$ cat src/hdl/aes_sparse_pkg.sv
// Sparse 2-value encoding for 3 rails; any value other than SP2V_HIGH or SP2V_LOW is a fault
package aes_sparse_pkg;

  //////////////////////////////////////////////////
  // Sparse two-value encoding
  //////////////////////////////////////////////////

  // Bits per sparse value, one rail per bit
  parameter int Sp2VWidth = 3;

  // Hamming distance 3 between the two legal values
  typedef enum logic [Sp2VWidth-1:0] {
    SP2V_HIGH = 3'b011,
    SP2V_LOW  = 3'b100
  } sp2v_e;

  //////////////////////////////////////////////////
  // Per-rail polarity
  //////////////////////////////////////////////////

  // Bit set: that rail sees a true signal as 1
  // Bit clear: that rail sees a true signal as 0
  // Matches SP2V_HIGH so that a plain all-true rail vector maps onto it
  parameter logic [Sp2VWidth-1:0] SP2V_LOGIC_HIGH = 3'b011;

endpackage

$ cat src/hdl/aes_ctr_pkg.sv
// Counter is fixed at 128 bits (16 bytes); byte reversal assumes whole bytes throughout
package aes_ctr_pkg;

  //////////////////////////////////////////////////
  // Counter geometry
  //////////////////////////////////////////////////

  parameter int CtrWidth    = 128;
  parameter int CtrNumBytes = CtrWidth / 8;

  // Rail FSM states, pairwise distance 2
  // Any other value is treated as a fault
  typedef enum logic [2:0] {
    CTR_IDLE  = 3'b011,
    CTR_INCR  = 3'b101,
    CTR_ERROR = 3'b110
  } ctr_state_e;

  // Swap byte order of the whole counter
  // Big-endian register order to numeric order and back
  function automatic logic [CtrWidth-1:0] aes_rev_bytes(logic [CtrWidth-1:0] in);
    logic [CtrWidth-1:0] out;
    for (int i = 0; i < CtrNumBytes; i++) begin
      out[8*i +: 8] = in[8*(CtrNumBytes-1-i) +: 8];
    end
    return out;
  endfunction

endpackage

$ cat src/hdl/aes_ctr_rail_in.sv
// Combinational feeder; SliceSize must be a multiple of 8 dividing 128, slice index is not range-checked
`timescale 1ns/1ps

module aes_ctr_rail_in #(
  parameter  int SliceSize     = 16,
  localparam int NumSlices     = aes_ctr_pkg::CtrWidth / SliceSize,
  localparam int SliceIdxWidth = (NumSlices > 1) ? $clog2(NumSlices) : 1
) (
  input  aes_sparse_pkg::sp2v_e                incr_i,
  input  logic [aes_ctr_pkg::CtrWidth-1:0]     ctr_i,
  input  logic [SliceIdxWidth-1:0]             ctr_slice_idx_i,
  output logic [aes_sparse_pkg::Sp2VWidth-1:0] rail_incr_o,
  output logic                                 incr_err_o,
  output logic [SliceSize-1:0]                 ctr_slice_o
);

  import aes_sparse_pkg::*;
  import aes_ctr_pkg::*;

  // Counter in numeric byte order
  logic [CtrWidth-1:0] ctr_rev;

  //////////////////////////////////////////////////
  // Strobe check and rail fan-out
  //////////////////////////////////////////////////

  // Only the two legal codes pass
  assign incr_err_o = !((incr_i == SP2V_HIGH) || (incr_i == SP2V_LOW));

  // Undo per-rail polarity
  // SP2V_HIGH gives all ones, SP2V_LOW all zeros
  // A faulty code leaves the rails split, but incr_err_o catches it
  assign rail_incr_o = ~(incr_i ^ SP2V_LOGIC_HIGH);

  //////////////////////////////////////////////////
  // Slice selection
  //////////////////////////////////////////////////

  assign ctr_rev = aes_rev_bytes(ctr_i);

  // Slice 0 is the least significant in numeric order
  // Index comes back from the merged rail outputs
  assign ctr_slice_o = ctr_rev[ctr_slice_idx_i * SliceSize +: SliceSize];

endmodule

$ cat src/hdl/aes_ctr_rail_fsm.sv
// One increment rail; all inputs are plain active high, polarity is handled outside the rail
`timescale 1ns/1ps

module aes_ctr_rail_fsm #(
  parameter  int SliceSize     = 16,
  localparam int NumSlices     = aes_ctr_pkg::CtrWidth / SliceSize,
  localparam int SliceIdxWidth = (NumSlices > 1) ? $clog2(NumSlices) : 1
) (
  input  logic                     clk_i,
  input  logic                     rst_i,
  input  logic                     incr_i,
  input  logic                     incr_err_i,
  input  logic                     mr_err_i,
  input  logic [SliceSize-1:0]     ctr_slice_i,
  output logic                     ready_o,
  output logic                     alert_o,
  output logic [SliceIdxWidth-1:0] ctr_slice_idx_o,
  output logic [SliceSize-1:0]     ctr_slice_o,
  output logic                     ctr_we_o
);

  import aes_ctr_pkg::*;

  // Index of the final slice
  localparam logic [SliceIdxWidth-1:0] LastIdx = SliceIdxWidth'(NumSlices - 1);

  ctr_state_e               state_q, state_d;
  logic [SliceIdxWidth-1:0] slice_idx_q, slice_idx_d;
  logic                     carry_q, carry_d;

  // Slice sum with overflow in the top bit
  logic [SliceSize:0]       slice_sum;

  assign slice_sum = {1'b0, ctr_slice_i} + {{SliceSize{1'b0}}, carry_q};

  //////////////////////////////////////////////////
  // Next state and outputs
  //////////////////////////////////////////////////

  always_comb begin
    state_d     = state_q;
    slice_idx_d = slice_idx_q;
    carry_d     = carry_q;
    ready_o     = 1'b0;
    alert_o     = 1'b0;
    ctr_we_o    = 1'b0;
    // Unchanged slice unless incrementing
    ctr_slice_o = ctr_slice_i;

    unique case (state_q)
      CTR_IDLE: begin
        ready_o = 1'b1;
        if (incr_i) begin
          // Start at the low end, add one
          state_d     = CTR_INCR;
          slice_idx_d = '0;
          carry_d     = 1'b1;
        end
      end

      CTR_INCR: begin
        // One slice per cycle
        ctr_slice_o = slice_sum[SliceSize-1:0];
        ctr_we_o    = 1'b1;
        carry_d     = slice_sum[SliceSize];
        slice_idx_d = slice_idx_q + 1'b1;
        if (slice_idx_q == LastIdx) begin
          state_d     = CTR_IDLE;
          slice_idx_d = '0;
        end
      end

      CTR_ERROR: begin
        // Terminal, only reset leaves
        alert_o = 1'b1;
      end

      default: begin
        // Corrupted state register
        state_d = CTR_ERROR;
      end
    endcase

    // Bad strobe or rail disagreement wins over everything
    if (incr_err_i || mr_err_i) begin
      state_d = CTR_ERROR;
    end
  end

  //////////////////////////////////////////////////
  // Registers
  //////////////////////////////////////////////////

  always_ff @(posedge clk_i) begin
    if (rst_i) begin
      state_q     <= CTR_IDLE;
      slice_idx_q <= '0;
      carry_q     <= 1'b0;
    end else begin
      state_q     <= state_d;
      slice_idx_q <= slice_idx_d;
      carry_q     <= carry_d;
    end
  end

  assign ctr_slice_idx_o = slice_idx_q;

endmodule

$ cat src/hdl/aes_ctr_rail_merge.sv
// Combinational merge; ctr_we_o[j] enables ctr_o[j*SliceSize +: SliceSize], j=0 is most significant
`timescale 1ns/1ps

module aes_ctr_rail_merge #(
  parameter  int SliceSize     = 16,
  localparam int NumSlices     = aes_ctr_pkg::CtrWidth / SliceSize,
  localparam int SliceIdxWidth = (NumSlices > 1) ? $clog2(NumSlices) : 1
) (
  input  logic [aes_sparse_pkg::Sp2VWidth-1:0]                    rail_ready_i,
  input  logic [aes_sparse_pkg::Sp2VWidth-1:0]                    rail_alert_i,
  input  logic [aes_sparse_pkg::Sp2VWidth-1:0][SliceIdxWidth-1:0] rail_slice_idx_i,
  input  logic [aes_sparse_pkg::Sp2VWidth-1:0][SliceSize-1:0]     rail_slice_i,
  input  logic [aes_sparse_pkg::Sp2VWidth-1:0]                    rail_we_i,
  input  logic [aes_ctr_pkg::CtrWidth-1:0]                        ctr_i,
  output aes_sparse_pkg::sp2v_e                                   ready_o,
  output logic                                                    alert_o,
  output logic [aes_ctr_pkg::CtrWidth-1:0]                        ctr_o,
  output aes_sparse_pkg::sp2v_e [NumSlices-1:0]                   ctr_we_o,
  output logic [SliceIdxWidth-1:0]                                ctr_slice_idx_o,
  output logic                                                    mr_err_o
);

  import aes_sparse_pkg::*;
  import aes_ctr_pkg::*;

  logic [SliceSize-1:0]    slice_or;
  sp2v_e                   ctr_we;
  logic [CtrWidth-1:0]     ctr_i_rev;
  logic [CtrWidth-1:0]     ctr_o_rev;
  sp2v_e [NumSlices-1:0]   ctr_we_rev;

  //////////////////////////////////////////////////
  // Single-bit rail outputs
  //////////////////////////////////////////////////

  // Put per-rail polarity back
  assign ready_o = sp2v_e'(~(rail_ready_i ^ SP2V_LOGIC_HIGH));
  assign ctr_we  = sp2v_e'(~(rail_we_i ^ SP2V_LOGIC_HIGH));

  // One rail is enough to raise the alert
  assign alert_o = |rail_alert_i;

  //////////////////////////////////////////////////
  // Multi-bit rail outputs
  //////////////////////////////////////////////////

  // OR all rails, then flag any rail that differs
  always_comb begin
    ctr_slice_idx_o = '0;
    slice_or        = '0;
    mr_err_o        = 1'b0;
    for (int i = 0; i < Sp2VWidth; i++) begin
      ctr_slice_idx_o |= rail_slice_idx_i[i];
      slice_or        |= rail_slice_i[i];
    end
    for (int i = 0; i < Sp2VWidth; i++) begin
      if ((rail_slice_idx_i[i] != ctr_slice_idx_o) || (rail_slice_i[i] != slice_or)) begin
        mr_err_o = 1'b1;
      end
    end
  end

  //////////////////////////////////////////////////
  // Write-back in register order
  //////////////////////////////////////////////////

  assign ctr_i_rev = aes_rev_bytes(ctr_i);

  // Drop the new slice into the numeric-order counter
  always_comb begin
    ctr_o_rev = ctr_i_rev;
    ctr_o_rev[ctr_slice_idx_o * SliceSize +: SliceSize] = slice_or;
  end

  // Only the active slice may be enabled
  always_comb begin
    ctr_we_rev                  = {NumSlices{SP2V_LOW}};
    ctr_we_rev[ctr_slice_idx_o] = ctr_we;
  end

  assign ctr_o = aes_rev_bytes(ctr_o_rev);

  // Slice order flips together with the bytes
  always_comb begin
    for (int i = 0; i < NumSlices; i++) begin
      ctr_we_o[i] = ctr_we_rev[NumSlices-1-i];
    end
  end

endmodule

$ cat src/hdl/aes_ctr.sv
// CTR increment top level; SliceSize must be a multiple of 8 that divides 128, owner applies writes
`timescale 1ns/1ps

module aes_ctr #(
  parameter  int SliceSize     = 16,
  localparam int NumSlices     = aes_ctr_pkg::CtrWidth / SliceSize,
  localparam int SliceIdxWidth = (NumSlices > 1) ? $clog2(NumSlices) : 1
) (
  input  logic                                  clk_i,
  input  logic                                  rst_i,
  input  aes_sparse_pkg::sp2v_e                 incr_i,
  output aes_sparse_pkg::sp2v_e                 ready_o,
  output logic                                  alert_o,
  input  logic [aes_ctr_pkg::CtrWidth-1:0]      ctr_i,
  output logic [aes_ctr_pkg::CtrWidth-1:0]      ctr_o,
  output aes_sparse_pkg::sp2v_e [NumSlices-1:0] ctr_we_o
);

  import aes_sparse_pkg::*;

  // Feeder to rails
  logic [Sp2VWidth-1:0]                    rail_incr;
  logic                                    incr_err;
  logic [SliceSize-1:0]                    ctr_slice;

  // Rails to merge
  logic [Sp2VWidth-1:0]                    rail_ready;
  logic [Sp2VWidth-1:0]                    rail_alert;
  logic [Sp2VWidth-1:0][SliceIdxWidth-1:0] rail_slice_idx;
  logic [Sp2VWidth-1:0][SliceSize-1:0]     rail_slice;
  logic [Sp2VWidth-1:0]                    rail_we;

  // Merge feedback
  logic [SliceIdxWidth-1:0]                ctr_slice_idx;
  logic                                    mr_err;

  //////////////////////////////////////////////////
  // Input side
  //////////////////////////////////////////////////

  aes_ctr_rail_in #(
    .SliceSize (SliceSize)
  ) u_rail_in (
    .incr_i          (incr_i),
    .ctr_i           (ctr_i),
    .ctr_slice_idx_i (ctr_slice_idx),
    .rail_incr_o     (rail_incr),
    .incr_err_o      (incr_err),
    .ctr_slice_o     (ctr_slice)
  );

  //////////////////////////////////////////////////
  // Redundant rails, one per sparse bit
  //////////////////////////////////////////////////

  for (genvar i = 0; i < Sp2VWidth; i++) begin : gen_rail
    aes_ctr_rail_fsm #(
      .SliceSize (SliceSize)
    ) u_rail_fsm (
      .clk_i           (clk_i),
      .rst_i           (rst_i),
      .incr_i          (rail_incr[i]),
      .incr_err_i      (incr_err),
      .mr_err_i        (mr_err),
      .ctr_slice_i     (ctr_slice),
      .ready_o         (rail_ready[i]),
      .alert_o         (rail_alert[i]),
      .ctr_slice_idx_o (rail_slice_idx[i]),
      .ctr_slice_o     (rail_slice[i]),
      .ctr_we_o        (rail_we[i])
    );
  end

  //////////////////////////////////////////////////
  // Output side
  //////////////////////////////////////////////////

  aes_ctr_rail_merge #(
    .SliceSize (SliceSize)
  ) u_rail_merge (
    .rail_ready_i     (rail_ready),
    .rail_alert_i     (rail_alert),
    .rail_slice_idx_i (rail_slice_idx),
    .rail_slice_i     (rail_slice),
    .rail_we_i        (rail_we),
    .ctr_i            (ctr_i),
    .ready_o          (ready_o),
    .alert_o          (alert_o),
    .ctr_o            (ctr_o),
    .ctr_we_o         (ctr_we_o),
    .ctr_slice_idx_o  (ctr_slice_idx),
    .mr_err_o         (mr_err)
  );

endmodule

$ cat config.mk
export PLATFORM = sky130hd
export DESIGN_NAME = aes_ctr
export DESIGN_NICKNAME = d
export VERILOG_FILES = /design/src/hdl/aes_sparse_pkg.sv /design/src/hdl/aes_ctr_pkg.sv /design/src/hdl/aes_ctr_rail_in.sv /design/src/hdl/aes_ctr_rail_fsm.sv /design/src/hdl/aes_ctr_rail_merge.sv /design/src/hdl/aes_ctr.sv
export SDC_FILE = /design/constraint.sdc
export NUM_CORES = 1
export LEC_CHECK = 0
export BUFFER_PORTS_ARGS = -buffer_cell sky130_fd_sc_hd__buf_2
export CAP_MARGIN = 20
export CELL_PAD_IN_SITES_DETAIL_PLACEMENT = 0
export CELL_PAD_IN_SITES_GLOBAL_PLACEMENT = 1
export CORE_MARGIN = 2
export CORE_UTILIZATION = 33
export CTS_CLUSTER_SIZE = 20
export DETAILED_ROUTE_END_ITERATION = 12
export HOLD_SLACK_MARGIN = 0.1
export PLACE_DENSITY = 0.95
export SETUP_SLACK_MARGIN = 0.3
export SYNTH_ARGS = -nofsm -noshare
export SYNTH_HDL_FRONTEND = slang
export SYNTH_SLANG_ARGS = --single-unit
$ cat constraint.sdc
create_clock -name clk_i -period 7.77 [get_ports clk_i]
set_input_delay 1.554 -clock clk_i [delete_from_list [all_inputs] [get_ports clk_i]]
set_output_delay 1.554 -clock clk_i [all_outputs]
set_load 0.005 [all_outputs]
# Word-level counts from Yosys, hierarchy flattened
# Index checks and enable logic that the tools add are counted.
dict set report classes {
  add_sub_neg 7
  magnitude_cmp 2
  eq_ne 35
  shift 3
  mux 45
  bitwise_logic 16
  n_reduce_logical 21
}
# operator count
set ops {}
lappend ops {{128-bit bitwise mux} 1}
lappend ops {{16-bit by 34-bit variable shift with 128-bit output, first input constant} 1}
lappend ops {{128-bit by 8-bit variable part select with 16-bit output} 1}
lappend ops {{16-bit by 34-bit variable part select with 128-bit output} 1}
lappend ops {{16-bit by 1-bit adder with 17-bit output} 3}
lappend ops {{16-bit two-way mux} 3}
lappend ops {{3-bit two-way mux} 16}
lappend ops {{16-bit != test} 3}
lappend ops {{7-bit negator with 34-bit output} 1}
lappend ops {{16-bit OR} 2}
lappend ops {{3-bit equality test, second input constant} 10}
lappend ops {{3-bit one-hot mux with 3 select lines} 3}
lappend ops {{3-bit one-hot mux with 2 select lines} 3}
lappend ops {{3-bit AND reduction} 6}
lappend ops {{16-bit AND} 1}
lappend ops {{1-bit two-way mux} 15}
lappend ops {{3-bit by 2-bit equality test with 1-bit output, second input constant} 4}
lappend ops {{2-bit != test, second input constant} 5}
lappend ops {{3-bit by 1-bit adder with 3-bit output, second input constant} 3}
lappend ops {{3-bit demux with 3-bit select} 1}
lappend ops {{3-bit by 2-bit != test with 1-bit output, second input constant} 3}
lappend ops {{3-bit != test} 3}
lappend ops {{3-bit inverter} 3}
lappend ops {{2-bit by 1-bit != test with 1-bit output, second input constant} 4}
lappend ops {{17 further kinds} 33}
dict set report word_totals {
  reg_bits 21
  input_bits 133
  out_inout_bits 156
  elab_cells 141
}

# Logic depth before layout (Yosys ltp)
# Gate-level depths: netlist of run 1.
dict set report logic_depth {
  ltp_word 15
  depth_mapped 17
}

# Cells and area by module
# From an unflattened synthesis of run 1, not the netlist that was laid out.
dict set report unflattened {
  cells_unflattened 742
  area_unflattened_um2 5592.9
}
# module n_inst cells_each area_per_inst_um2 seq_area_each_um2
set by_module_without_submodules {}
lappend by_module_without_submodules {aes_ctr_rail_merge 1 427 2499.9 0.0}
lappend by_module_without_submodules {aes_ctr_rail_fsm 3 84 661.9 140.1}
lappend by_module_without_submodules {aes_ctr_rail_in 1 63 1107.3 0.0}

# Worst setup path after synthesis of run 1
# OpenSTA, ideal clock, no wires.
dict set report synth_path {
  path_type {input -> output}
  startpoint {input port ctr_i[56] (netlist bit)}
  endpoint {output port ctr_o[62] (netlist bit)}
  arrival_ns 3.755
  t_required_ns 6.216
  path_slack_ns 2.461
  stages 12
  n_path_buf 0
  cell_sequence {o31a_1 -> a211o_1 -> nand2_1 -> o21ai_0 -> ha_1 -> ha_1 -> nand2_1 -> nor2_1 -> nand3_1 -> or4_1 -> nand3_2 -> o21ai_0}
}
dict set report synth_between {
  elab_chain_cells 7
  word_cells_on_any_way 11
}
# element line
set synth_lines {}
lappend synth_lines {{start, declared} aes_ctr.sv:14} ;# input logic [aes_ctr_pkg::CtrWidth-1:0] ctr_i,
lappend synth_lines {{128-bit by 8-bit variable part select with 16-bit output *} aes_ctr_rail_in.sv:43} ;# assign ctr_slice_o = ctr_rev[ctr_slice_idx_i * SliceSize +: SliceSize];
lappend synth_lines {{16-bit by 1-bit adder with 17-bit output} aes_ctr_rail_fsm.sv:34} ;# assign slice_sum = {1'b0, ctr_slice_i} + {{SliceSize{1'b0}}, carry_q};
lappend synth_lines {{16-bit two-way mux} aes_ctr_rail_fsm.sv:50} ;# unique case (state_q)
lappend synth_lines {{16-bit OR} aes_ctr_rail_merge.sv:54} ;# slice_or |= rail_slice_i[i];
lappend synth_lines {{16-bit OR *} aes_ctr_rail_merge.sv:54}
lappend synth_lines {{16-bit by 34-bit variable part select with 128-bit output *} aes_ctr_rail_merge.sv:72} ;# ctr_o_rev[ctr_slice_idx_o * SliceSize +: SliceSize] = slice_or;
lappend synth_lines {{128-bit bitwise mux *} aes_ctr_rail_merge.sv:72}
lappend synth_lines {{end, declared} aes_ctr.sv:15} ;# output logic [aes_ctr_pkg::CtrWidth-1:0] ctr_o,
# Mark *: on every way between the ends. The rest lies on a longest branch, timed or not.

# Worst setup path in the final report of run 1
dict set report layout_path {
  startpoint {input port ctr_i[40] (netlist bit)}
  endpoint {output port ctr_o[113] (netlist bit)}
}
# The elaborated chain is that of the path after synthesis.

==> insert_results.sql, run 1 <==
INSERT INTO impl_metrics (metric_group, metric, value, unit) VALUES
('pwr', 'total_leakage_power', '3.18', 'nW'),
('drt', 'post-route-drc-count', '0', ''),
('clock_tree', 'post_cts_hold_buffer_count', '0', ''),
('drt', 'drtAntennaViolNets', '0', ''),
('finish', 'drive_gt1_share', '32.8', '%'),
('synthesis', 'postSynth.topFlopCell', 'dfxtp_1', ''),
('place', 'hpwl', '21200', 'µm'),
('clock_tree', 'clock_sinks', '21', ''),
('run_status', 'outcome', 'complete, no violations', ''),
('finish', 'leading_cell_types_in_the_layout_fill_and_taps_excluded', 'buf_2 (288), nand2_1 (203), o21ai_0 (59)', ''),
('clock_tree', 'tritoncts.num_buffers', '3', ''),
('finish', 'finish.cell_count_without_fillers', '1281', ''),
('sta', 'totalNegativeSetupSlack', '0', 'ns'),
('die', 'die_width', '131', 'µm'),
('synthesis', 'yosysTopAreaCellShare', '14.3', '%'),
('clock_tree', 'cts_tree', 'done', ''),
('die', 'coreArea', '0.0158', 'mm²'),
('sta', 'fin_crit_sh', '82.9', '%'),
('grt', 'grt_antenna_before_repair', '1', ''),
('drt', 'postRouteWirelength', '27300', 'µm'),
('grt', 'grt_first_pass_wirelength', '40200', 'µm'),
('die', 'pin_count', '289', ''),
('worst_hold_path', 'hold_path.class', 'flop to flop', ''),
('grt', 'grt_pass1_vias', '7021', ''),
('synthesis', 'netlist_top_cells_area', 'nand2_1 (14%), dfxtp_1 (7.9%), o21ai_0 (5.5%)', ''),
('sta', 'grt_setup_unrepaired', 'no', ''),
('critical_path', 'critPathTopFamily', 'compound AO/OA/AOI/OAI gates', ''),
('synthesis', 'yosys_register_bits', '21', ''),
('synthesis', 'yosysTopAreaCell', 'nand2_1', ''),
('sta', 'fin_hold_ws', '0.519', 'ns'),
('grt', 'grt.overflow.total', '0', ''),
('synthesis', 'post_synth_inst_count', '830', ''),
('drt', 'num_vias', '7924', ''),
('pwr', 'p_per_area', '65.2', 'mW/mm²'),
('synthesis', 'synthesis.nets', '980', ''),
('sta', 'slew_of_the_pin_with_the_lowest_slew_margin', '1.17', 'ns'),
('place', 'numPlacedInstances', '1275', ''),
('synthesis', 'number_of_enable_type_register_cells_in_the_synthesized_netlist', '0', ''),
('synthesis', 'ys_types', '81', ''),
('critical_path', 'worst_setup_path_end_kind', 'output pin', ''),
('clock_tree', 'cts_setup_buffers', '0', ''),
('finish', 'finish.net_count', '1215', ''),
('synthesis', 'yosys_warnings', '0', ''),
('critical_path', 'crit_path_cell_trace', 'buf_2 -> o31a_1 -> a211o_1 -> nand2_1 -> o21ai_0 -> ha_1 -> and2_1 -> nand3_1 -> nor2_1 -> nand3b_1 -> mux2i_1 -> o21ai_0 -> buf_2', ''),
('die', 'initial_core_utilization', '33.8', '%'),
('sta', 'clock_skew', '0.00207', 'ns'),
('clock_tree', 'worstSkewPairLatency', '0.25', 'ns'),
('sta', 'final-max-slew-violation-count', '0', ''),
('place', 'portBuffers', '288', ''),
('drt', 'viasPerCell', '6.19', ''),
('die', 'floorplan.die.height', '131', 'µm'),
('grt', 'pin_count_of_the_biggest_net_entering_global_routing', '46', ''),
('sta', 'relSlewSlack', '21.7', '%'),
('clock_tree', 'cts_resized', '0', ''),
('pwr', 'ir_worst_vdd', '0.0672', 'mV'),
('clock_tree', 'clockBufferDepth', '2', ''),
('die', 'fp-row-count', '46', ''),
('drt', 'initialDrtViolationCount', '812', ''),
('place', 'routabilityCongestion', '0.961', ''),
('finish', 'area_growth', '29.6', '%'),
('sta', 'hold_viol', '0', ''),
('run', 'max_cap_viol_count', '0', ''),
('synthesis', 'synth_async_sr_flop_share', '0', '%'),
('critical_path', 'worst_ep_required_time', '6.22', 'ns'),
('finish', 'layout.filler_cells', '1719', ''),
('critical_path', 'worstPathArrival', '4.89', 'ns'),
('clock_tree', 'cts_root_buffer', 'clkbuf_16', ''),
('critical_path', 'worstSetupPathType', 'primary input to output pin', ''),
('synthesis', 'yosysSeqAreaShare', '7.87', '%'),
('die', 'die_area', '0.0172', 'mm²'),
('pwr', 'p_total', '0.452', 'mW');
-- synthesized netlist by cell type, drive strengths merged, types with 3 or more instances --
cell and instances:
o31ai 40, a31oi 9, a21oi 33, and2 10, nor3 14, a22o 26, and3 5, o22ai 9
nor4 8, a221oi 4, o21ai 78, o2111ai 3, o221ai 4, nand3b 5, and3b 3, o211ai 3
nand3 25, o31a 22, or3 3, a31o 7, inv 7, mux2i 16, a32oi 3, buf 24
a211o 8, mux2 14, a311o 8, nor2 56, nand2 203, clkbuf 45, a2bb2oi 4, nand2b 5
nand4 10, a41oi 4, or2 4, dfxtp 21, a211oi 17, a311oi 5, ha 17, a22oi 11
nor2b 9
-- sequential cells by signal (all words and copies together) (netlist names) --
signal / flops
gen_rail.u_rail_fsm.state_q: 9
gen_rail.u_rail_fsm.carry_q: 3
gen_rail.u_rail_fsm.ctr_slice_idx_o: 9
-- final timing paths --
check,from,to,slack [ns],cells after the start
setup / recovery,ctr_i[40],ctr_o[113],1.33,13
hold / removal,gen_rail[0].u_rail_fsm.carry_q$_SDFFE_PP0P_,gen_rail[0].u_rail_fsm.carry_q$_SDFFE_PP0P_,0.52,2
setup reg to reg,gen_rail[1].u_rail_fsm.ctr_slice_idx_o[2]$_SDFFE_PP0P_,gen_rail[2].u_rail_fsm.state_q[1]$_SDFFE_PP1P_,3.03,14
hold reg to reg,gen_rail[0].u_rail_fsm.carry_q$_SDFFE_PP0P_,gen_rail[0].u_rail_fsm.carry_q$_SDFFE_PP0P_,0.52,2
-- cell families after synthesis --
| logic type | after synthesis | synth area share (%) |
|---|---|---|
| AND/OR/NAND/NOR | 368 | 31.4 |
| flip-flops | 21 | 7.87 |
| AO/OA/AOI/OAI | 314 | 43.2 |
| buffers and inverters | 78 | 6.70 |
| adder cells (fa/ha/maj) | 17 | 3.98 |
| multiplexers | 32 | 6.86 |
-- worst reg2reg max path: cells and delay by family (launching register included) --
| family | cells | cell delay, ns |
|---|---|---|
| adder cells (fa/ha/maj) | 2 | 0.60 |
| buffers and inverters | 1 | 0.43 |
| flip-flops | 1 | 0.30 |
| AO/OA/AOI/OAI | 7 | 2.34 |
| AND/OR/NAND/NOR | 4 | 0.87 |
-- per-stage QoR --
stage / worst slack (ns) / area, µm² / util (%)
2_1_floorplan: 2.46 / 5340 / -
3_3_place_gp: 1.56 / 6820 / 43.1
3_5_place_dp: 1.45 / 6820 / 43.1
4_1_cts: 1.46 / 6890 / 43.6
5_1_grt: 1.03 / 6920 / 43.7
6_report: 1.33 / 6920 / 43.7
-- final cells by class --
type,count,area [µm²],area share [%]
repair buffers,299,1540,22.3
multi-input cells,731,4570,66.0
clock buffers,4,78.8,1.14
well taps,216,270,3.90
inverters,9,35.0,0.506
flip-flops and latches,21,420,6.07
diodes,1,2.50,0.0361
-- power by group --
group	leakage [nW]	switching, mW	internal, mW
logic	2.97	0.126	0.102
clock network	0.0382	0.0384	0.0699
registers	0.172	0.00403	0.111
-- per-layer routing --
layer	vias to the layer above	routed length (µm)	track usage (%)
met3	110	2710	5.86
met2	500	12400	47.5
li1	3619	-	-
met5	-	0	0
met1	3695	10500	35.6
met4	0	1680	17.0
Note: power is estimated with default switching activity, not from simulation.
==> run 2, diff against run 1 <==
--- a/config.mk
+++ b/config.mk
@@ -10,11 +10,11 @@
 export CELL_PAD_IN_SITES_DETAIL_PLACEMENT = 0
 export CELL_PAD_IN_SITES_GLOBAL_PLACEMENT = 1
 export CORE_MARGIN = 2
-export CORE_UTILIZATION = 33
+export CORE_UTILIZATION = 31
 export CTS_CLUSTER_SIZE = 20
 export DETAILED_ROUTE_END_ITERATION = 12
 export HOLD_SLACK_MARGIN = 0.1
-export PLACE_DENSITY = 0.95
+export PLACE_DENSITY = 0.92
 export SETUP_SLACK_MARGIN = 0.3
 export SYNTH_ARGS = -nofsm -noshare
 export SYNTH_HDL_FRONTEND = slang
==> constraint.sdc (replaced) <==
create_clock -name clk_i -period 6.7 [get_ports clk_i]
set_input_delay 1.34 -clock clk_i [delete_from_list [all_inputs] [get_ports clk_i]]
set_output_delay 1.34 -clock clk_i [all_outputs]
set_load 0.005 [all_outputs]
==> run 2 against run 1 <==
Against the previous run: core utilization fell by 2.9 points; first-iteration DRC count rose by 7.5%; largest cell class unchanged; sequential share of layout area barely moved; worst setup slack got worse by 0.50 ns; total power rose by 17%; sequential power rose by 16%; count of clock-buffer cells in the layout did not move; via count rose by 1.4%.
==> insert_results.sql, run 2 (synthesis gave the netlist of run 1 again) <==
INSERT INTO impl_metrics (metric_group, metric, value, unit) VALUES
('drt', 'postRouteWirelength', '28300', 'µm'),
('drt', 'detailedRoute.firstPassIterationCount', '5', ''),
('clock_tree', 'cts_root_buffer', 'clkbuf_16', ''),
('clock_tree', 'worstSkewPairLatency', '0.26', 'ns'),
('pwr', 'netSwitchingFraction', '38.1', '%'),
('pwr', 'intPower', '0.328', 'mW'),
('drt', 'post_dr_wirelength_cell', '21.8', 'µm'),
('sta', 'final-max-slew-violation-count', '0', ''),
('clock_tree', 'clockBufferDepth', '2', ''),
('drt', 'drtAntennaViolNets', '0', ''),
('sta', 'clock_skew', '0.00527', 'ns'),
('pwr', 'p_seq_share', '25.2', '%'),
('grt', 'pin_count_of_the_biggest_net_entering_global_routing', '46', ''),
('grt', 'grt_antenna_before_repair', '1', ''),
('pwr', 'ir_worst_vdd', '0.157', 'mV'),
('pwr', 'power.clock.fraction', '24.3', '%'),
('drt', 'post-route-drc-count', '0', ''),
('clock_tree', 'clock_sinks', '21', ''),
('die', 'floorplan.die.height', '135', 'µm'),
('critical_path', 'cp_max_fo', '8', ''),
('die', 'fp-row-count', '48', ''),
('die', 'coreArea', '0.0171', 'mm²'),
('run', 'max_cap_viol_count', '0', ''),
('sta', 'relSlewSlack', '23.2', '%'),
('critical_path', 'worstSetupPathType', 'primary input to output pin', ''),
('finish', 'design_area', '0.00697', 'mm²'),
('pwr', 'combinational_cell_fraction_of_total_power', '50.5', '%'),
('critical_path', 'worst_setup_path_end_kind', 'output pin', ''),
('sta', 'totalNegativeSetupSlack', '0', 'ns'),
('place', 'portBuffers', '288', ''),
('finish', 'leading_cell_types_in_the_layout_fill_and_taps_excluded', 'buf_2 (288), nand2_1 (203), o21ai_0 (59)', ''),
('worst_hold_path', 'hold_path.class', 'flop to flop', ''),
('die', 'die_width', '135', 'µm'),
('place', 'routabilityCongestion', '0.985', ''),
('critical_path', 'worst_ep_required_time', '5.36', 'ns'),
('sta', 'fin_crit_sh', '87.6', '%'),
('grt', 'grt_pass1_vias', '7017', ''),
('drt', 'num_vias', '8034', ''),
('pwr', 'total_leakage_power', '3.21', 'nW'),
('critical_path', 'setup.worst_path.start_class', 'primary input', ''),
('grt', 'grt_util_all_layers', '28.2', '%'),
('pwr', 'p_per_area', '76.1', 'mW/mm²'),
('die', 'pin_count', '289', ''),
('clock_tree', 'post_cts_hold_buffer_count', '0', ''),
('critical_path', 'critical-path-slowest-cell', 'mux2i_1', ''),
('sta', 'hold_viol', '0', ''),
('finish', 'finish.net_count', '1223', ''),
('clock_tree', 'cts_tree', 'done', ''),
('clock_tree', 'tritoncts.num_buffers', '3', ''),
('finish', 'antenna_cells', '0', ''),
('run_status', 'outcome', 'complete, no violations', ''),
('sta', 'period_needed', '5.87', 'ns'),
('clock_tree', 'cts_setup_buffers', '0', ''),
('sta', 'fmax', '0.170', 'GHz'),
('drt', 'viasPerCell', '6.19', ''),
('finish', 'area_growth', '30.5', '%'),
('finish', 'drive_gt1_share', '33.3', '%'),
('sta', 'grt_setup_unrepaired', 'no', ''),
('clock_tree', 'h_tree_depth_reported_by_cts', '1', ''),
('drt', 'initialDrtViolationCount', '873', ''),
('critical_path', 'crit_path_cell_trace', 'buf_2 -> o31a_1 -> a211o_1 -> nand2_1 -> o21ai_0 -> buf_4 -> ha_1 -> and2_1 -> nand3_1 -> nor2_1 -> nand3b_1 -> mux2i_1 -> o21ai_0 -> buf_2', ''),
('place', 'cell_area_placed', '0.00689', 'mm²'),
('grt', 'grt.overflow.total', '0', ''),
('clock_tree', 'clk_pin_slew_worst_paths', '0.06', 'ns'),
('place', 'hpwl', '22200', 'µm'),
('die', 'die_area', '0.0183', 'mm²'),
('clock_tree', 'cts_resized', '0', ''),
('critical_path', 'max_stage_delay', '0.85', 'ns'),
('sta', 'setup_viol', '0', ''),
('grt', 'grt_first_pass_wirelength', '40500', 'µm'),
('finish', 'layout_commonest_cell', 'buf_2', ''),
('pwr', 'netSwitchingPower', '0.202', 'mW'),
('critical_path', 'worstPathArrival', '4.53', 'ns'),
('sta', 'slew_of_the_pin_with_the_lowest_slew_margin', '1.15', 'ns'),
('die', 'initial_core_utilization', '31.3', '%');
-- run 2: cell count changes in the layout (fill, tap and decap cells not counted), sizes merged --
cell | before | now
diode | 1 | 0
buf | 299 | 307
-- run 2: path summary, 6_finish.rpt --
check	cells after the start	slack, ns	startpoint	end
max reg2reg	15	2.21	gen_rail[1].u_rail_fsm.ctr_slice_idx_o[0]$_SDFFE_PP0P_	gen_rail[2].u_rail_fsm.state_q[2]$_SDFFE_PP0P_
max	14	0.83	ctr_i[40]	ctr_o[81]
min	2	0.53	gen_rail[2].u_rail_fsm.carry_q$_SDFFE_PP0P_	gen_rail[2].u_rail_fsm.carry_q$_SDFFE_PP0P_
min reg2reg	2	0.53	gen_rail[2].u_rail_fsm.carry_q$_SDFFE_PP0P_	gen_rail[2].u_rail_fsm.carry_q$_SDFFE_PP0P_
-- run 2: final cells by class --
class                      count  area (µm²)
clock buffer                   4        78.8
fill                        1892       10100
inverter                       9        35.0
multi-input combinational    731        4570
sequential                    21         420
tap                          225         282
timing repair buffer         307        1580
-- run 2: worst max-delay path: cells and delay by family --
kind	cells	cell delay, ns
AO/OA/AOI/OAI	4	0.71
buffers and inverters	3	0.46
adder cells (fa/ha/maj)	1	0.20
multiplexers	1	0.85
AND/OR/NAND/NOR	5	0.98
-- run 2: power groups by stage --
stage | clock, mW | sequential [mW] | combinational, mW
global placement | 0 | 0.136 | 0.263
global route | 0.136 | 0.134 | 0.287
floorplan | 0 | 0.134 | 0.130
CTS | 0.130 | 0.133 | 0.263
finish | 0.129 | 0.133 | 0.268
detailed placement | 0 | 0.136 | 0.262
-- run 2: stage by stage --
step	utilization (%)	total power [mW]	instances	setup WS [ns]	hold slack, ns
after floorplan	-	0.264	830	1.82	0.481
after global placement	40.4	0.399	1293	0.978	0.497
after detailed placement	40.4	0.398	1293	1.01	0.511
after CTS	40.9	0.526	1297	1.00	0.520
after global routing	40.9	0.557	1297	0.548	0.575
final	40.9	0.530	1297	0.831	0.527
-- run 2: per-layer routing --
| layer | wire length, µm | GRT usage, % | up-vias |
|---|---|---|---|
| met5 | 12 | 0 | - |
| met4 | 1450 | 12.4 | 2 |
| met3 | 2840 | 4.15 | 93 |
| met2 | 12800 | 45.8 | 523 |
| met1 | 11200 | 37.2 | 3778 |
| li1 | - | - | 3638 |
==> run 3, diff against run 2 <==
--- a/config.mk
+++ b/config.mk
@@ -5,6 +5,7 @@
 export SDC_FILE = /design/constraint.sdc
 export NUM_CORES = 1
 export LEC_CHECK = 0
+export ABC_AREA = 1
 export BUFFER_PORTS_ARGS = -buffer_cell sky130_fd_sc_hd__buf_2
 export CAP_MARGIN = 20
 export CELL_PAD_IN_SITES_DETAIL_PLACEMENT = 0
@@ -14,8 +15,9 @@
 export CTS_CLUSTER_SIZE = 20
 export DETAILED_ROUTE_END_ITERATION = 12
 export HOLD_SLACK_MARGIN = 0.1
-export PLACE_DENSITY = 0.92
+export PLACE_DENSITY = 0.91
 export SETUP_SLACK_MARGIN = 0.3
 export SYNTH_ARGS = -nofsm -noshare
 export SYNTH_HDL_FRONTEND = slang
+export SYNTH_HIERARCHICAL = 1
 export SYNTH_SLANG_ARGS = --single-unit
==> run 3 against run 2 <==
Against the previous run: largest power group unchanged; clock power about the same; largest cell class unchanged; synthesized cell count increased by 82%; non-clock buffer count decreased by 6.
==> insert_results.sql, run 3 <==
INSERT INTO impl_metrics (metric_group, metric, value, unit) VALUES
('drt', 'num_vias', '10200', ''),
('sta', 'slew_of_the_pin_with_the_lowest_slew_margin', '1.11', 'ns'),
('worst_hold_path', 'hold_path_startpoint', 'gen_rail[1].u_rail_fsm/ctr_slice_idx_o[0]$_SDFFE_PP0P_', ''),
('finish', 'footprint_of_the_multi_input_gates', '0.00529', 'mm²'),
('synthesis', 'yosys_register_bits', '21', ''),
('drt', 'drtAntennaViolNets', '0', ''),
('pwr', 'netSwitchingPower', '0.236', 'mW'),
('finish', 'antenna_cells', '0', ''),
('critical_path', 'worst_setup_path_end_kind', 'output pin', ''),
('drt', 'initialDrtViolationCount', '928', ''),
('run', 'max_cap_viol_count', '0', ''),
('place', 'routabilityCongestion', '0.979', ''),
('drt', 'post-route-drc-count', '0', ''),
('place', 'portBuffers', '288', ''),
('synthesis', 'yosysTopAreaCellShare', '31.1', '%'),
('synthesis', 'yosys-top-cells-count', 'nand2_1 (599), inv_1 (284), nor2_1 (145)', ''),
('die', 'floorplan.die.height', '157', 'µm'),
('clock_tree', 'worstSkewPairLatency', '0.25', 'ns'),
('pwr', 'p_per_area', '63.1', 'mW/mm²'),
('place', 'cell_area_placed', '0.00876', 'mm²'),
('finish', 'area.sequential', '420', 'µm²'),
('pwr', 'total_leakage_power', '5.44', 'nW'),
('sta', 'relSlewSlack', '25.6', '%'),
('synthesis', 'post_synthesis_cell_area', '0.00722', 'mm²'),
('synthesis', 'post_synth_inst_count', '1512', ''),
('die', 'die_area', '0.0245', 'mm²'),
('finish', 'finish.net_count', '1904', ''),
('grt', 'grt_antenna_before_repair', '0', ''),
('finish', 'layout_commonest_cell', 'nand2_1', ''),
('sta', 'final-max-slew-violation-count', '0', ''),
('sta', 'totalNegativeSetupSlack', '0', 'ns'),
('sta', 'grt_setup_unrepaired', 'no', ''),
('grt', 'grt_util_all_layers', '27.2', '%'),
('drt', 'viasPerCell', '4.95', ''),
('critical_path', 'worstSetupPathType', 'flop to output pin', ''),
('critical_path', 'max_stage_delay', '0.41', 'ns'),
('synthesis', 'avgSynthCellArea', '4.78', 'µm²'),
('grt', 'grt.overflow.total', '0', ''),
('clock_tree', 'cts_tree', 'done', ''),
('synthesis', 'synthesis.nets', '1659', ''),
('synthesis', 'number_of_enable_type_register_cells_in_the_synthesized_netlist', '0', ''),
('critical_path', 'setup.reg_to_reg.worst_slack', '1.66', 'ns'),
('sta', 'period_needed', '5.99', 'ns'),
('finish', 'leading_cell_types_in_the_layout_fill_and_taps_excluded', 'nand2_1 (599), buf_2 (288), inv_1 (284)', ''),
('die', 'pin_count', '289', ''),
('pwr', 'ir_worst_vdd', '0.0712', 'mV'),
('pwr', 'netSwitchingFraction', '42.1', '%'),
('drt', 'detailedRoute.firstPassIterationCount', '5', ''),
('finish', 'finish.cell_count_without_fillers', '2069', ''),
('critical_path', 'crit_path_cell_trace', 'nand3b_4 -> inv_2 -> buf_4 -> nand2_1 -> nand3_1 -> nand2_1 -> nand2_1 -> nand2_1 -> ha_1 -> ha_1 -> nand3_1 -> nor2_4 -> nand2_2 -> nor2_2 -> nand3_1 -> nand2_1 -> nor2_1 -> nand2_1 -> nand2_1 -> nor2_1 -> nand2_1 -> nand2_1 -> buf_2', ''),
('synthesis', 'synth_async_sr_flop_share', '0', '%'),
('clock_tree', 'cts_setup_buffers', '0', ''),
('critical_path', 'critical-path-slowest-cell', 'dfxtp_1', ''),
('pwr', 'intPower', '0.324', 'mW'),
('finish', 'final_core_utilization', '38.9', '%'),
('finish', 'area_growth', '22.8', '%'),
('critical_path', 'worst_path_most_repeated_cell', 'nand2_1', ''),
('critical_path', 'setup.worst_path.start_class', 'flop', ''),
('place', 'hpwl', '28400', 'µm'),
('clock_tree', 'tritoncts.num_buffers', '3', ''),
('clock_tree', 'clockBufferDepth', '2', ''),
('critical_path', 'cp-startpoint', 'gen_rail[2].u_rail_fsm/ctr_slice_idx_o[0]$_SDFFE_PP0P_', ''),
('die', 'fp-row-count', '55', ''),
('clock_tree', 'cts_resized', '0', ''),
('die', 'initial_core_utilization', '31.7', '%'),
('drt', 'postRouteWirelength', '35100', 'µm'),
('sta', 'fin_hold_ws', '0.507', 'ns'),
('critical_path', 'start_of_the_worst_register_to_register_path', 'gen_rail[0].u_rail_fsm/ctr_slice_idx_o[0]$_SDFFE_PP0P_', ''),
('sta', 'hold_viol', '0', ''),
('finish', 'drive_gt1_share', '20.8', '%'),
('clock_tree', 'cts_root_buffer', 'clkbuf_16', ''),
('clock_tree', 'clk_pin_slew_worst_paths', '0.06', 'ns'),
('synthesis', 'yosysSeqAreaShare', '5.82', '%'),
('run_status', 'outcome', 'complete, no violations', ''),
('worst_hold_path', 'hold_path.class', 'flop to flop', ''),
('sta', 'clock_skew', '0.00160', 'ns'),
('synthesis', 'ys_types', '36', ''),
('finish', 'design_area', '0.00887', 'mm²'),
('die', 'coreArea', '0.0228', 'mm²'),
('finish', 'layout.filler_cells', '2697', ''),
('synthesis', 'yosys_warnings', '6', ''),
('critical_path', 'cp_max_fo', '32', ''),
('clock_tree', 'clock_sinks', '21', ''),
('critical_path', 'worst_ep_required_time', '5.36', 'ns'),
('grt', 'grt_first_pass_wirelength', '51600', 'µm'),
('clock_tree', 'h_tree_depth_reported_by_cts', '1', ''),
('synthesis', 'postSynth.topFlopCell', 'dfxtp_1', ''),
('grt', 'pin_count_of_the_biggest_net_entering_global_routing', '40', ''),
('pwr', 'p_seq_share', '23.5', '%'),
('synthesis', 'netlist_top_cells_area', 'nand2_1 (31%), inv_1 (15%), o21ai_0 (8.0%)', ''),
('critical_path', 'worstPathArrival', '4.65', 'ns'),
('place', 'numPlacedInstances', '2064', ''),
('synthesis', 'yosys.cell_count.top_type', 'nand2_1', ''),
('pwr', 'power.clock.fraction', '22.6', '%'),
('synthesis', 'yosysTopAreaCell', 'nand2_1', ''),
('sta', 'setup_viol', '0', ''),
('pwr', 'combinational_cell_fraction_of_total_power', '53.8', '%'),
('clock_tree', 'post_cts_hold_buffer_count', '0', ''),
('sta', 'fmax', '0.167', 'GHz'),
('sta', 'fin_crit_sh', '89.3', '%'),
('drt', 'post_dr_wirelength_cell', '17.0', 'µm'),
('die', 'die_width', '157', 'µm'),
('grt', 'grt_pass1_vias', '9283', '');
run 3: cell count changes after synthesis, sizes merged, moves of 29 or more:
cell	change
clkbuf	-29
inv	+286
nand2	+413
nand3	+84
nor2	+110
o21ai	+70
o31ai	-40
run 3: cell type report:
type                            instances  area share (%)
Multi-Input combinational cell       1132            59.7
Sequential cell                        21            4.74
Timing Repair Buffer                  301            17.6
Clock buffer                            4           0.889
Tap cell                              313            4.42
Inverter                              298            12.7
run 3: critical path, delay by kind of cell, from the launching register on:
family                   cells  cell delay, ns
flip-flops                   1            0.41
AND/OR/NAND/NOR             18            2.72
adder cells (fa/ha/maj)      2            0.47
buffers and inverters        3            0.78
run 3: worst paths after layout:
| path | to | depth (start not counted) |
|---|---|---|
| worst min register to register | gen_rail[1].u_rail_fsm/ctr_slice_idx_o[0]$_SDFFE_PP0P_ | 1 |
| worst min-delay path | gen_rail[1].u_rail_fsm/ctr_slice_idx_o[0]$_SDFFE_PP0P_ | 1 |
| worst max register to register | gen_rail[1].u_rail_fsm/state_q[2]$_SDFFE_PP0P_ | 31 |
| worst max-delay path | ctr_o[84] | 23 |
run 3: stage by stage:
step / total power [mW] / worst slack, ns
floorplan: 0.290 / 2.18
global placement: 0.431 / 1.06
detailed placement: 0.431 / 1.02
CTS: 0.559 / 0.798
global route: 0.600 / 0.437
finish: 0.559 / 0.714
run 3: cells by family after synthesis:
| family | share of synthesized area (%) |
|---|---|
| and+or+nand+nor | 55.5 |
| buffers and inverters | 20.9 |
| AOI/OAI and AO/OA | 11.7 |
| xor gates and xnor gates | 3.64 |
| DFF | 5.82 |
| adders and majority gates | 2.43 |
run 3: power by group through the flow:
stage	combinational, mW	sequential, mW	clock, mW
global placement	0.297	0.134	0
CTS	0.299	0.131	0.129
floorplan	0.156	0.134	0
detailed placement	0.297	0.134	0
global route	0.336	0.132	0.133
finish	0.301	0.131	0.127
run 3: per-layer routing:
layer / wire, µm / track usage (%) / vias up
li1: - / - / 5034
met1: 14200 / 33.7 / 4647
met2: 16800 / 48.3 / 462
met3: 2500 / 2.19 / 90
met4: 1600 / 11.1 / 0
met5: 0 / 0 / -
